==> src/include/rv32i_opcodes.svh <==
`ifndef RV32I_OPCODES_SVH
`define RV32I_OPCODES_SVH

// Major opcodes in bits 6:0 of the instruction
localparam logic [6:0] OPCODE_OP_IMM = 7'b0010011;
localparam logic [6:0] OPCODE_OP     = 7'b0110011;
localparam logic [6:0] OPCODE_LUI    = 7'b0110111;
localparam logic [6:0] OPCODE_AUIPC  = 7'b0010111;
localparam logic [6:0] OPCODE_JAL    = 7'b1101111;
localparam logic [6:0] OPCODE_JALR   = 7'b1100111;
localparam logic [6:0] OPCODE_BRANCH = 7'b1100011;
localparam logic [6:0] OPCODE_LOAD   = 7'b0000011;
localparam logic [6:0] OPCODE_STORE  = 7'b0100011;

// funct3 values shared between the formats
localparam logic [2:0] F3_BEQ_LB_SB_ADD = 3'b000;
localparam logic [2:0] F3_BNE_LH_SH_SLL  = 3'b001;
localparam logic [2:0] F3_LW_SW_SLT     = 3'b010;
localparam logic [2:0] F3_SLTU          = 3'b011;
localparam logic [2:0] F3_BLT_LBU_XOR   = 3'b100;
localparam logic [2:0] F3_BGE_LHU_SR    = 3'b101;
localparam logic [2:0] F3_BLTU_OR       = 3'b110;
localparam logic [2:0] F3_BGEU_AND      = 3'b111;

`endif
==> src/hw/core_pkg.sv <==
`default_nettype none

package core_pkg;

    `include "rv32i_opcodes.svh"

    typedef logic [31:0] word_t;
    typedef logic [4:0]  addr_t;
    typedef logic [31:0] inst_t;
    typedef logic [31:0] imm_t;

    // Operation class seen by execute and memory
    typedef enum logic [3:0] {
        NONE,
        INTEGER,
        JUMP,
        BRANCH,
        LOAD_WORD,
        LOAD_HALF,
        LOAD_HALF_UNSIGNED,
        LOAD_BYTE,
        LOAD_BYTE_UNSIGNED,
        STORE_WORD,
        STORE_HALF,
        STORE_BYTE
    } op_t;

    typedef enum logic [3:0] {
        ANY,
        ADD,
        SUB,
        SLT,
        SLTU,
        AND,
        OR,
        XOR,
        SLL,
        SRL,
        SRA,
        OP2
    } fn_t;

    typedef enum logic [2:0] {
        NA,
        JAL,
        BEQ,
        BNE,
        BLT,
        BGE,
        BLTU,
        BGEU
    } br_t;

    // XX means the operand is a don't care
    typedef enum logic [1:0] {
        RS1,
        PC,
        XX
    } op1_t;

    typedef enum logic [2:0] {
        RS2,
        I_IMM,
        S_IMM,
        B_IMM,
        U_IMM,
        J_IMM
    } op2_t;

    // Where a source register value comes from
    typedef enum logic [1:0] {
        REG,
        ALU,
        EXE,
        MEM
    } rs_t;

endpackage

`default_nettype wire

==> src/hw/decode_stage.sv <==
`timescale 1ns/1ps
`default_nettype none

module decode_stage
    import core_pkg::*;
(
    input  wire logic  sink,
    input  wire logic  reset,
    input  wire logic  in_valid,
    output logic       in_ready,
    input  wire word_t in_pc,
    input  wire inst_t in_inst,
    output logic       ex_valid,
    input  wire logic  ex_ready,
    output op_t        ex_op,
    output fn_t        ex_fn,
    output br_t        ex_br,
    output word_t      ex_pc,
    output word_t      ex_op1,
    output word_t      ex_op2,
    output word_t      ex_rs1,
    output word_t      ex_rs2,
    output addr_t      ex_rd,
    input  wire addr_t alu_rd,
    input  wire logic  alu_wen,
    input  wire logic  alu_load,
    input  wire word_t alu_data,
    input  wire addr_t exe_rd,
    input  wire logic  exe_wen,
    input  wire word_t exe_data,
    input  wire addr_t mem_rd,
    input  wire logic  mem_wen,
    input  wire word_t mem_data,
    input  wire logic  wb_en,
    input  wire addr_t wb_addr,
    input  wire word_t wb_data,
    output logic       invalid
);

    addr_t rs1_addr;
    addr_t rs2_addr;
    word_t rs1_data;
    word_t rs2_data;
    rs_t   rs1_sel;
    rs_t   rs2_sel;
    logic  stall;

    register_file register_file_i (
        .sink     (sink),
        .reset    (reset),
        .rs1_addr (rs1_addr),
        .rs2_addr (rs2_addr),
        .rs1_data (rs1_data),
        .rs2_data (rs2_data),
        .wb_en    (wb_en),
        .wb_addr  (wb_addr),
        .wb_data  (wb_data)
    );

    forward_select forward_select_i (
        .rs1_addr (rs1_addr),
        .rs2_addr (rs2_addr),
        .alu_rd   (alu_rd),
        .exe_rd   (exe_rd),
        .mem_rd   (mem_rd),
        .alu_wen  (alu_wen),
        .exe_wen  (exe_wen),
        .mem_wen  (mem_wen),
        .alu_load (alu_load),
        .rs1_sel  (rs1_sel),
        .rs2_sel  (rs2_sel),
        .stall    (stall)
    );

    decode decode_i (
        .sink     (sink),
        .reset    (reset),
        .stall    (stall),
        .rs1_sel  (rs1_sel),
        .rs2_sel  (rs2_sel),
        .alu_data (alu_data),
        .exe_data (exe_data),
        .mem_data (mem_data),
        .rs1_data (rs1_data),
        .rs2_data (rs2_data),
        .rs1_addr (rs1_addr),
        .rs2_addr (rs2_addr),
        .invalid  (invalid),
        .in_valid (in_valid),
        .in_ready (in_ready),
        .in_pc    (in_pc),
        .in_inst  (in_inst),
        .ex_valid (ex_valid),
        .ex_ready (ex_ready),
        .ex_op    (ex_op),
        .ex_fn    (ex_fn),
        .ex_br    (ex_br),
        .ex_pc    (ex_pc),
        .ex_op1   (ex_op1),
        .ex_op2   (ex_op2),
        .ex_rs1   (ex_rs1),
        .ex_rs2   (ex_rs2),
        .ex_rd    (ex_rd)
    );

endmodule

`default_nettype wire

==> src/hw/decode.sv <==
`timescale 1ns/1ps
`default_nettype none

module decode
    import core_pkg::*;
(
    input  wire logic  sink,
    input  wire logic  reset,
    input  wire logic  stall,
    input  wire rs_t   rs1_sel,
    input  wire rs_t   rs2_sel,
    input  wire word_t alu_data,
    input  wire word_t exe_data,
    input  wire word_t mem_data,
    input  wire word_t rs1_data,
    input  wire word_t rs2_data,
    output addr_t      rs1_addr,
    output addr_t      rs2_addr,
    output logic       invalid,
    input  wire logic  in_valid,
    output logic       in_ready,
    input  wire word_t in_pc,
    input  wire inst_t in_inst,
    output logic       ex_valid,
    input  wire logic  ex_ready,
    output op_t        ex_op,
    output fn_t        ex_fn,
    output br_t        ex_br,
    output word_t      ex_pc,
    output word_t      ex_op1,
    output word_t      ex_op2,
    output word_t      ex_rs1,
    output word_t      ex_rs2,
    output addr_t      ex_rd
);

    logic [6:0] opcode;
    logic [2:0] funct3;
    logic       alt;
    op_t        ctl_op;
    fn_t        ctl_fn;
    br_t        ctl_br;
    op1_t       ctl_op1;
    op2_t       ctl_op2;
    imm_t       i_imm;
    imm_t       s_imm;
    imm_t       b_imm;
    imm_t       u_imm;
    imm_t       j_imm;
    word_t      rs1;
    word_t      rs2;
    word_t      op1;
    word_t      op2;
    logic       load;

    assign opcode   = in_inst[6:0];
    assign funct3   = in_inst[14:12];
    assign alt      = in_inst[30];
    assign rs1_addr = in_inst[19:15];
    assign rs2_addr = in_inst[24:20];

    assign i_imm = {{20{in_inst[31]}}, in_inst[31:20]};
    assign s_imm = {{20{in_inst[31]}}, in_inst[31:25], in_inst[11:7]};
    assign b_imm = {{19{in_inst[31]}}, in_inst[31], in_inst[7], in_inst[30:25],
                    in_inst[11:8], 1'b0};
    assign u_imm = {in_inst[31:12], 12'b0};
    assign j_imm = {{11{in_inst[31]}}, in_inst[31], in_inst[19:12], in_inst[20],
                    in_inst[30:21], 1'b0};

    // Control table
    always_comb begin
        ctl_op  = NONE;
        ctl_fn  = ADD;
        ctl_br  = NA;
        ctl_op1 = RS1;
        ctl_op2 = I_IMM;
        case (opcode)
            OPCODE_OP_IMM, OPCODE_OP: begin
                ctl_op  = INTEGER;
                ctl_op2 = (opcode == OPCODE_OP) ? RS2 : I_IMM;
                case (funct3)
                    F3_BEQ_LB_SB_ADD: ctl_fn = (opcode == OPCODE_OP && alt) ? SUB : ADD;
                    F3_BNE_LH_SH_SLL: ctl_fn = SLL;
                    F3_LW_SW_SLT:     ctl_fn = SLT;
                    F3_SLTU:          ctl_fn = SLTU;
                    F3_BLT_LBU_XOR:   ctl_fn = XOR;
                    F3_BGE_LHU_SR:    ctl_fn = alt ? SRA : SRL;
                    F3_BLTU_OR:       ctl_fn = OR;
                    default:          ctl_fn = AND;
                endcase
            end
            OPCODE_LUI: begin
                ctl_op  = INTEGER;
                ctl_fn  = OP2;
                ctl_op1 = XX;
                ctl_op2 = U_IMM;
            end
            OPCODE_AUIPC: begin
                ctl_op  = INTEGER;
                ctl_op1 = PC;
                ctl_op2 = U_IMM;
            end
            OPCODE_JAL: begin
                ctl_op  = JUMP;
                ctl_br  = JAL;
                ctl_op1 = PC;
                ctl_op2 = J_IMM;
            end
            OPCODE_JALR: begin
                ctl_op = JUMP;
                ctl_br = JAL;
            end
            OPCODE_BRANCH: begin
                ctl_op  = BRANCH;
                ctl_op1 = PC;
                ctl_op2 = B_IMM;
                case (funct3)
                    F3_BEQ_LB_SB_ADD: ctl_br = BEQ;
                    F3_BNE_LH_SH_SLL: ctl_br = BNE;
                    F3_BLT_LBU_XOR:   ctl_br = BLT;
                    F3_BGE_LHU_SR:    ctl_br = BGE;
                    F3_BLTU_OR:       ctl_br = BLTU;
                    F3_BGEU_AND:      ctl_br = BGEU;
                    default:          ctl_op = NONE;
                endcase
            end
            OPCODE_LOAD: begin
                case (funct3)
                    F3_LW_SW_SLT:     ctl_op = LOAD_WORD;
                    F3_BNE_LH_SH_SLL: ctl_op = LOAD_HALF;
                    F3_BGE_LHU_SR:    ctl_op = LOAD_HALF_UNSIGNED;
                    F3_BEQ_LB_SB_ADD: ctl_op = LOAD_BYTE;
                    F3_BLT_LBU_XOR:   ctl_op = LOAD_BYTE_UNSIGNED;
                    default:          ctl_op = NONE;
                endcase
            end
            OPCODE_STORE: begin
                ctl_op2 = S_IMM;
                case (funct3)
                    F3_LW_SW_SLT:     ctl_op = STORE_WORD;
                    F3_BNE_LH_SH_SLL: ctl_op = STORE_HALF;
                    F3_BEQ_LB_SB_ADD: ctl_op = STORE_BYTE;
                    default:          ctl_op = NONE;
                endcase
            end
            default: ctl_op = NONE;
        endcase
        // Unknown rows all look the same
        if (ctl_op == NONE) begin
            ctl_fn  = ANY;
            ctl_br  = NA;
            ctl_op1 = XX;
            ctl_op2 = RS2;
        end
    end

    // Forwarded source values
    always_comb begin
        case (rs1_sel)
            ALU:     rs1 = alu_data;
            EXE:     rs1 = exe_data;
            MEM:     rs1 = mem_data;
            default: rs1 = rs1_data;
        endcase
        case (rs2_sel)
            ALU:     rs2 = alu_data;
            EXE:     rs2 = exe_data;
            MEM:     rs2 = mem_data;
            default: rs2 = rs2_data;
        endcase
    end

    assign op1 = (ctl_op1 == PC) ? in_pc : rs1;

    always_comb begin
        case (ctl_op2)
            I_IMM:   op2 = i_imm;
            S_IMM:   op2 = s_imm;
            B_IMM:   op2 = b_imm;
            U_IMM:   op2 = u_imm;
            J_IMM:   op2 = j_imm;
            default: op2 = rs2;
        endcase
    end

    // Output register is free when empty or draining
    assign load     = !ex_valid || ex_ready;
    assign in_ready = load && !stall;
    assign invalid  = in_valid && ctl_op == NONE;

    always_ff @(posedge sink) begin
        if (reset) begin
            ex_valid <= 1'b0;
        end else if (load) begin
            ex_valid <= in_valid && !stall;
        end
    end

    always_ff @(posedge sink) begin
        if (load) begin
            ex_op  <= ctl_op;
            ex_fn  <= ctl_fn;
            ex_br  <= ctl_br;
            ex_pc  <= in_pc;
            ex_op1 <= op1;
            ex_op2 <= op2;
            ex_rs1 <= rs1;
            ex_rs2 <= rs2;
            ex_rd  <= in_inst[11:7];
        end
    end

    ex_hold: assert property (
        @(posedge sink) disable iff (reset)
        ex_valid && !ex_ready |=> ex_valid && $stable(ex_op) && $stable(ex_fn)
            && $stable(ex_br) && $stable(ex_pc) && $stable(ex_op1) && $stable(ex_op2)
            && $stable(ex_rs1) && $stable(ex_rs2) && $stable(ex_rd)
    ) else $error("decode: output changed under back-pressure");

    ex_reset: assert property (
        @(posedge sink) reset |=> !ex_valid
    ) else $error("decode: ex_valid high after reset");

endmodule

`default_nettype wire

==> src/hw/forward_select.sv <==
`timescale 1ns/1ps
`default_nettype none

module forward_select
    import core_pkg::*;
(
    input  wire addr_t rs1_addr,
    input  wire addr_t rs2_addr,
    input  wire addr_t alu_rd,
    input  wire addr_t exe_rd,
    input  wire addr_t mem_rd,
    input  wire logic  alu_wen,
    input  wire logic  exe_wen,
    input  wire logic  mem_wen,
    input  wire logic  alu_load,
    output rs_t        rs1_sel,
    output rs_t        rs2_sel,
    output logic       stall
);

    // Nearest stage wins and x0 is never forwarded
    function automatic rs_t pick(addr_t rs);
        rs_t sel;
        sel = REG;
        if (rs != '0) begin
            if (alu_wen && alu_rd == rs) begin
                sel = ALU;
            end else if (exe_wen && exe_rd == rs) begin
                sel = EXE;
            end else if (mem_wen && mem_rd == rs) begin
                sel = MEM;
            end
        end
        return sel;
    endfunction

    always_comb begin
        rs1_sel = pick(rs1_addr);
        rs2_sel = pick(rs2_addr);
    end

    // Load data is not there until the next stage
    assign stall = alu_load && (rs1_sel == ALU || rs2_sel == ALU);

endmodule

`default_nettype wire

==> src/hw/register_file.sv <==
`timescale 1ns/1ps
`default_nettype none

module register_file
    import core_pkg::*;
(
    input  wire logic  sink,
    input  wire logic  reset,
    input  wire addr_t rs1_addr,
    input  wire addr_t rs2_addr,
    output word_t      rs1_data,
    output word_t      rs2_data,
    input  wire logic  wb_en,
    input  wire addr_t wb_addr,
    input  wire word_t wb_data
);

    // x0 has no storage
    word_t regs [1:31];

    always_ff @(posedge sink) begin
        if (reset) begin
            for (int i = 1; i < 32; i++) begin
                regs[i] <= '0;
            end
        end else if (wb_en && wb_addr != '0) begin
            regs[wb_addr] <= wb_data;
        end
    end

    // A same-cycle write still reads the old value
    assign rs1_data = (rs1_addr == '0) ? '0 : regs[rs1_addr];
    assign rs2_data = (rs2_addr == '0) ? '0 : regs[rs2_addr];

    wb_addr_known: assert property (
        @(posedge sink) disable iff (reset)
        wb_en |-> !$isunknown(wb_addr)
    ) else $error("register_file: writeback address is unknown");

endmodule

`default_nettype wire

==> config.mk <==
export PLATFORM = sky130hd
export DESIGN_NAME = decode_stage
export DESIGN_NICKNAME = d
export VERILOG_FILES = /design/src/hw/core_pkg.sv /design/src/hw/decode_stage.sv /design/src/hw/decode.sv /design/src/hw/forward_select.sv /design/src/hw/register_file.sv
export VERILOG_INCLUDE_DIRS = /design/src /design/src/include
export SDC_FILE = /design/constraint.sdc
export NUM_CORES = 2
export LEC_CHECK = 0
export ABC_CLOCK_PERIOD_IN_PS = 6450
export BUFFER_PORTS_ARGS = -buffer_cell sky130_fd_sc_hd__buf_2
export CAP_MARGIN = 20
export CORE_MARGIN = 1.5
export CORE_UTILIZATION = 56
export DETAILED_ROUTE_END_ITERATION = 8
export PLACE_DENSITY_LB_ADDON = 0.2
export SLEW_MARGIN = 20
export SYNTH_ARGS = -nofsm -noshare
export SYNTH_HDL_FRONTEND = slang
export SYNTH_HIERARCHICAL = 1
export SYNTH_SLANG_ARGS = --single-unit
==> constraint.sdc <==
create_clock -name sink -period 6.45 [get_ports sink]
set_input_delay 0.9675 -clock sink [delete_from_list [all_inputs] [get_ports sink]]
set_output_delay 0.9675 -clock sink [all_outputs]
set_load 0.02 [all_outputs]
Word level (Yosys, flattened, before mapping) --
Memory sizes are Yosys's and may differ from the RTL's. Cells that the tools add are included.
Operators by class: $add $sub $neg 0, multiply operators 0, divide/modulo/power cells 0, magnitude comparators 0, equality and inequality tests 34, shift operators 0, mux-type cells 37, bitwise operators 0, reductions and logical operators 30
Operator list (count):
- 32-bit one-hot mux with 3 select lines | 2
- 32-bit one-hot mux with 5 select lines | 1
- 32-bit 2-to-1 mux | 4
- 4-bit one-hot mux with 5 select lines | 2
- 32-bit OR reduction | 1
- 5-bit == test | 6
- 4-bit one-hot mux with 7 select lines | 1
- 2-bit 2-to-1 mux | 12
- 7-bit by 6-bit == test with 1-bit output (second input constant) | 3
- 7-bit == test (second input constant) | 3
- 3-bit == test (second input constant) | 6
- 3-bit one-hot mux with 6 select lines | 1
- 3-bit one-hot mux with 5 select lines | 1
- 5-bit nonzero test | 3
- 7-bit by 5-bit == test with 1-bit output (second input constant) | 2
- 3-bit by 2-bit == test with 1-bit output (second input constant) | 4
- 1-bit logical AND | 12
- 4-bit one-hot mux with 3 select lines | 1
- 5-bit zero test | 2
- 2-bit == test (second input constant) | 4
- 4-bit one-hot mux with 2 select lines | 1
- 7-bit by 2-bit == test with 1-bit output (second input constant) | 1
- 1-bit 2-to-1 mux | 7
- 2-bit by 1-bit == test with 1-bit output (second input constant) | 3
- 13 further kinds | 18
Word-level totals: register bits after elaboration 177, latch bits 0, bits in writable memories 992, memory bits (read-only) 0, word-level logic and storage cells 112, memories 1
Memory list:
- register_file_i.regs | depth 31, bits a word 32, rd ports 2, clocked after Yosys merged registers in 0, wr ports 31, line register_file.sv:19 | word_t regs [1:31];

Depth between registers and ports, before layout --
depth after elaboration 11, mapped depth 13

Hierarchy --
Netlist, hierarchy kept.
Modules (own cells, without submodules):
- register_file | instances 1, cells an instance 3765, area each 54633.6 um^2, sequential area each 30749.5 um^2
- decode | instances 1, cells an instance 465, area each 8364.3 um^2, sequential area each 5305.1 um^2
- forward_select | instances 1, cells an instance 61, area each 452.9 um^2, sequential area each 0.0 um^2

Least setup slack after synthesis --
OpenSTA, ideal clock, no wires.
kind input to output, from input port ex_ready, to output port in_ready, arrival time 5.823 ns, path slack -0.340 ns, stages on the path 2, buffers on the path 0, cell sequence nand2b_1 > nor2b_1
Between the ends: longest elaborated chain between the ends 2
Ends and longest elaborated chain:
- start, declared | line decode_stage.sv:14 | input wire logic ex_ready,
- 1-bit logical OR | line decode.sv:187 | assign load = !ex_valid || ex_ready;
- 1-bit logical AND | line decode.sv:188 | assign in_ready = load && !stall;
- end, declared | line decode_stage.sv:10 | output logic in_ready,
No other way between the ends.

Worst setup path after layout --
from input port in_inst[22], to register decode_i.ex_op2[29], data pin
Between the ends: elaborated cells between the ends (all ways) 19, those cells by class eq/ne: 6; mux: 7; reduce/logical: 5; memory: 1
RTL lines:
- start, declared | line decode_stage.sv:12 | input wire inst_t in_inst,
- memory read 31 x 32 bit / 5-bit zero test (equally long branches)
- 32-bit 2-to-1 mux (*) | line register_file.sv:33 | assign rs2_data = (rs2_addr == '0) ? '0 : regs[rs2_addr];
- named net rs2_data[29] | line decode_stage.sv:43 | word_t rs2_data;
- 32-bit one-hot mux with 3 select lines (*) | line decode.sv:165 | case (rs2_sel)
- named net decode_i.rs2[29] | line decode.sv:51 | word_t rs2;
- 32-bit one-hot mux with 5 select lines (*) | line decode.sv:176 | case (ctl_op2)
- named net decode_i.op2[29] | line decode.sv:53 | word_t op2;
- end signal, assigned | line decode.sv:206 | ex_op2 <= op2;
- end, declared | line decode.sv:31 | output word_t ex_op2,
The timed path passes the listed nets; every way through them passes the cells marked *. A chain may end at the register's enable or synchronous reset.

==> qor.csv <==
metric,value,unit
dp.final_hpwl,147,mm
synth_seq_area_share,56.8,%
synthTopCellsByArea,"edfxtp_1, mux4_2, and2_1",
cts.sinks,1201,
irDropWorstVdd,0.276,mV
crit_fanout,54,
synth_most_common_cell,edfxtp_1,
gp_congestion,0.988,
dr.pass1.iters,8,
drcViolationCount,0,
cp_data_required_time,6940,ps
rows,123,
holdWs,410,ps
whs_path_depth,1,
grt_max_degree,84,
synthCells,4291,
grt_usage,38.7,%
io_pins,400,
rsz0062_at_grt,false,
critical_path_arrival,4850,ps
post-cts-setup-buffers,0,
overflow,0,
max_cap_viol_count,0,
grt_first_pass_wirelength,311,mm
yosysWarningCount,6,
dr_total_vias,43017,
netlist.area_leader.share,56.8,%
initial_utilization,56.4,%
yosysUniqueCellTypes,71,
core-area,112000,sq um
relSlewSlack,7.11,%
yosys_most_used_dff,edfxtp_1,
r2r-end,decode_i/ex_op2[16],
vias_per_cell,6.98,
avgSynthCellArea,14.8,sq um
seqCellArea,36100,sq um
fmax,230,MHz
yosysTopAreaCell,edfxtp_1,
drt_iter0_markers,6882,
layout-drive-gt1-share,28.1,%
portBuffers,399,
wl_per_cell,36.6,um
totalWireLength,226,mm
cts-root-buf,clkbuf_16,
critPathKind,input port to flop,
ant_nets,0,
final_nets,4779,
clk_latency,760,ps
clockBufferDepth,3,
die_y,340,um
cts_resized,0,
critPathCaptureType,flop,
netlist_area,63500,sq um
setup_tns,0,ps
worst_slew_pin_slew,1380,ps
filler_cell_count,8128,
die_area,115000,sq um
min_to,decode_i/ex_pc[3],
synth_seq_cells,1201,
min_from,in_pc[3],
power_density,273,nW/um^2
antenna_found_initial,37,
hold_path.class,input port to flop,
regToRegStartpoint,register_file_i/regs[13][16],
layout.cells.non_filler,6167,
area_growth,12.0,%
cts_buffers,130,
r2r_slack,2940,ps
cts_htree_levels,4,
clkTransAtPathRegs,60,ps
p_leak,0.0255,uW
cts-hold-fix-buffers,0,
placedCellCount,5918,
hold_viol_final,0,
cts_tree,done,
synth_edf_count,1200,
outcome,"finished, final reports clean",
grt_pass1_vias,40837,
fin_util,63.2,%
rr_worst_depth,6,
setup-violations-final,0,
synthArstFlopShare,0,%
fin_worst_skew,24.3,ps
netlist_top_cells_count,"edfxtp_1, and2_1, mux4_2",
multiInputGateArea,25600,sq um
startpoint_type,input port,
slew_viol_final,0,
dieWidth,340,um
period_needed,4350,ps
fin_crit_sh,67.5,%
cell families after synthesis:
| group | count (synthesis) | share of synthesized area [%] |
|---|---|---|
| multiplexers | 811 | 21.2 |
| adder cells (fa/ha/maj) | 5 | 0.0986 |
| XOR/XNOR | 30 | 0.414 |
| AND/OR/NAND/NOR | 1305 | 12.6 |
| AO/OA/AOI/OAI | 482 | 5.50 |
| flip-flops | 1201 | 56.8 |
| other | 1 | 0.00591 |
| buffers and inverters | 456 | 3.32 |
routing by layer:
metal  GRT usage (%)  wire [um]
met2            58.0     100000
met4            19.2      12700
met3            14.1      34700
met5               0         58
met1            50.2      78200
registers in the layout (all words and copies together), names as in the netlist:
signal	count
decode_i/ex_br	3
decode_i/ex_fn	4
decode_i/ex_op	4
decode_i/ex_op1	32
decode_i/ex_op2	32
decode_i/ex_pc	32
decode_i/ex_rd	5
decode_i/ex_rs1	32
decode_i/ex_rs2	32
decode_i/ex_valid	1
register_file_i/regs	1024
per-stage QoR:
stage	power, uW	worst slack (ps)	area [sq um]
global route	19800	2140	71000
CTS	19300	2240	70900
floorplan	11100	1750	63600
finish	19400	2100	71100
global placement	12200	1610	66900
detailed placement	12200	1580	66900
worst max-delay path by stage:
stage	startpoint	endpoint	slack [ps]	depth (start not counted)
global placement	in_inst[20]	decode_i/ex_op2[16]	1610	8
CTS	in_inst[20]	in_ready	2240	8
floorplan	ex_ready	in_ready	1750	2
finish	in_inst[22]	decode_i/ex_op2[29]	2100	8
detailed placement	in_inst[22]	decode_i/ex_op2[29]	1580	8
global route	in_inst[20]	decode_i/ex_op2[23]	2140	8
layout by cell type, fill, tap and decap left out, types with 53 or more instances in the layout:
master,instances
a22oi_1,109
clkbuf_16,137
and2_1,999
mux4_2,420
buf_2,393
a21oi_1,65
mux2i_1,323
nor2b_1,53
mux2_2,67
edfxtp_1,1200
buf_4,131
area by class of cell:
| cell class | instances | share of cell area (%) |
|---|---|---|
| antenna | 18 | 0.0634 |
| multi-input combinational | 2665 | 36.1 |
| sequential | 1201 | 50.7 |
| clock inverter | 62 | 0.687 |
| timing repair buffer | 548 | 4.78 |
| clock buffer | 166 | 4.98 |
| tap | 1500 | 2.64 |
| inverter | 7 | 0.0370 |
worst max-delay path, stage by stage:
cell       delay [ps]
buf_6             580
or3b_2            750
buf_4             340
o22ai_1           110
a2111oi_1         760
nor3_1            250
mux4_2            550
a221o_1           340
power by group:
group          switching [uW]  leakage (uW)  internal, uW
registers                 291        0.0116          9180
logic                    1710        0.0120          1020
clock network            3060       0.00196          4140
Power figures use the tool's default switching activity.
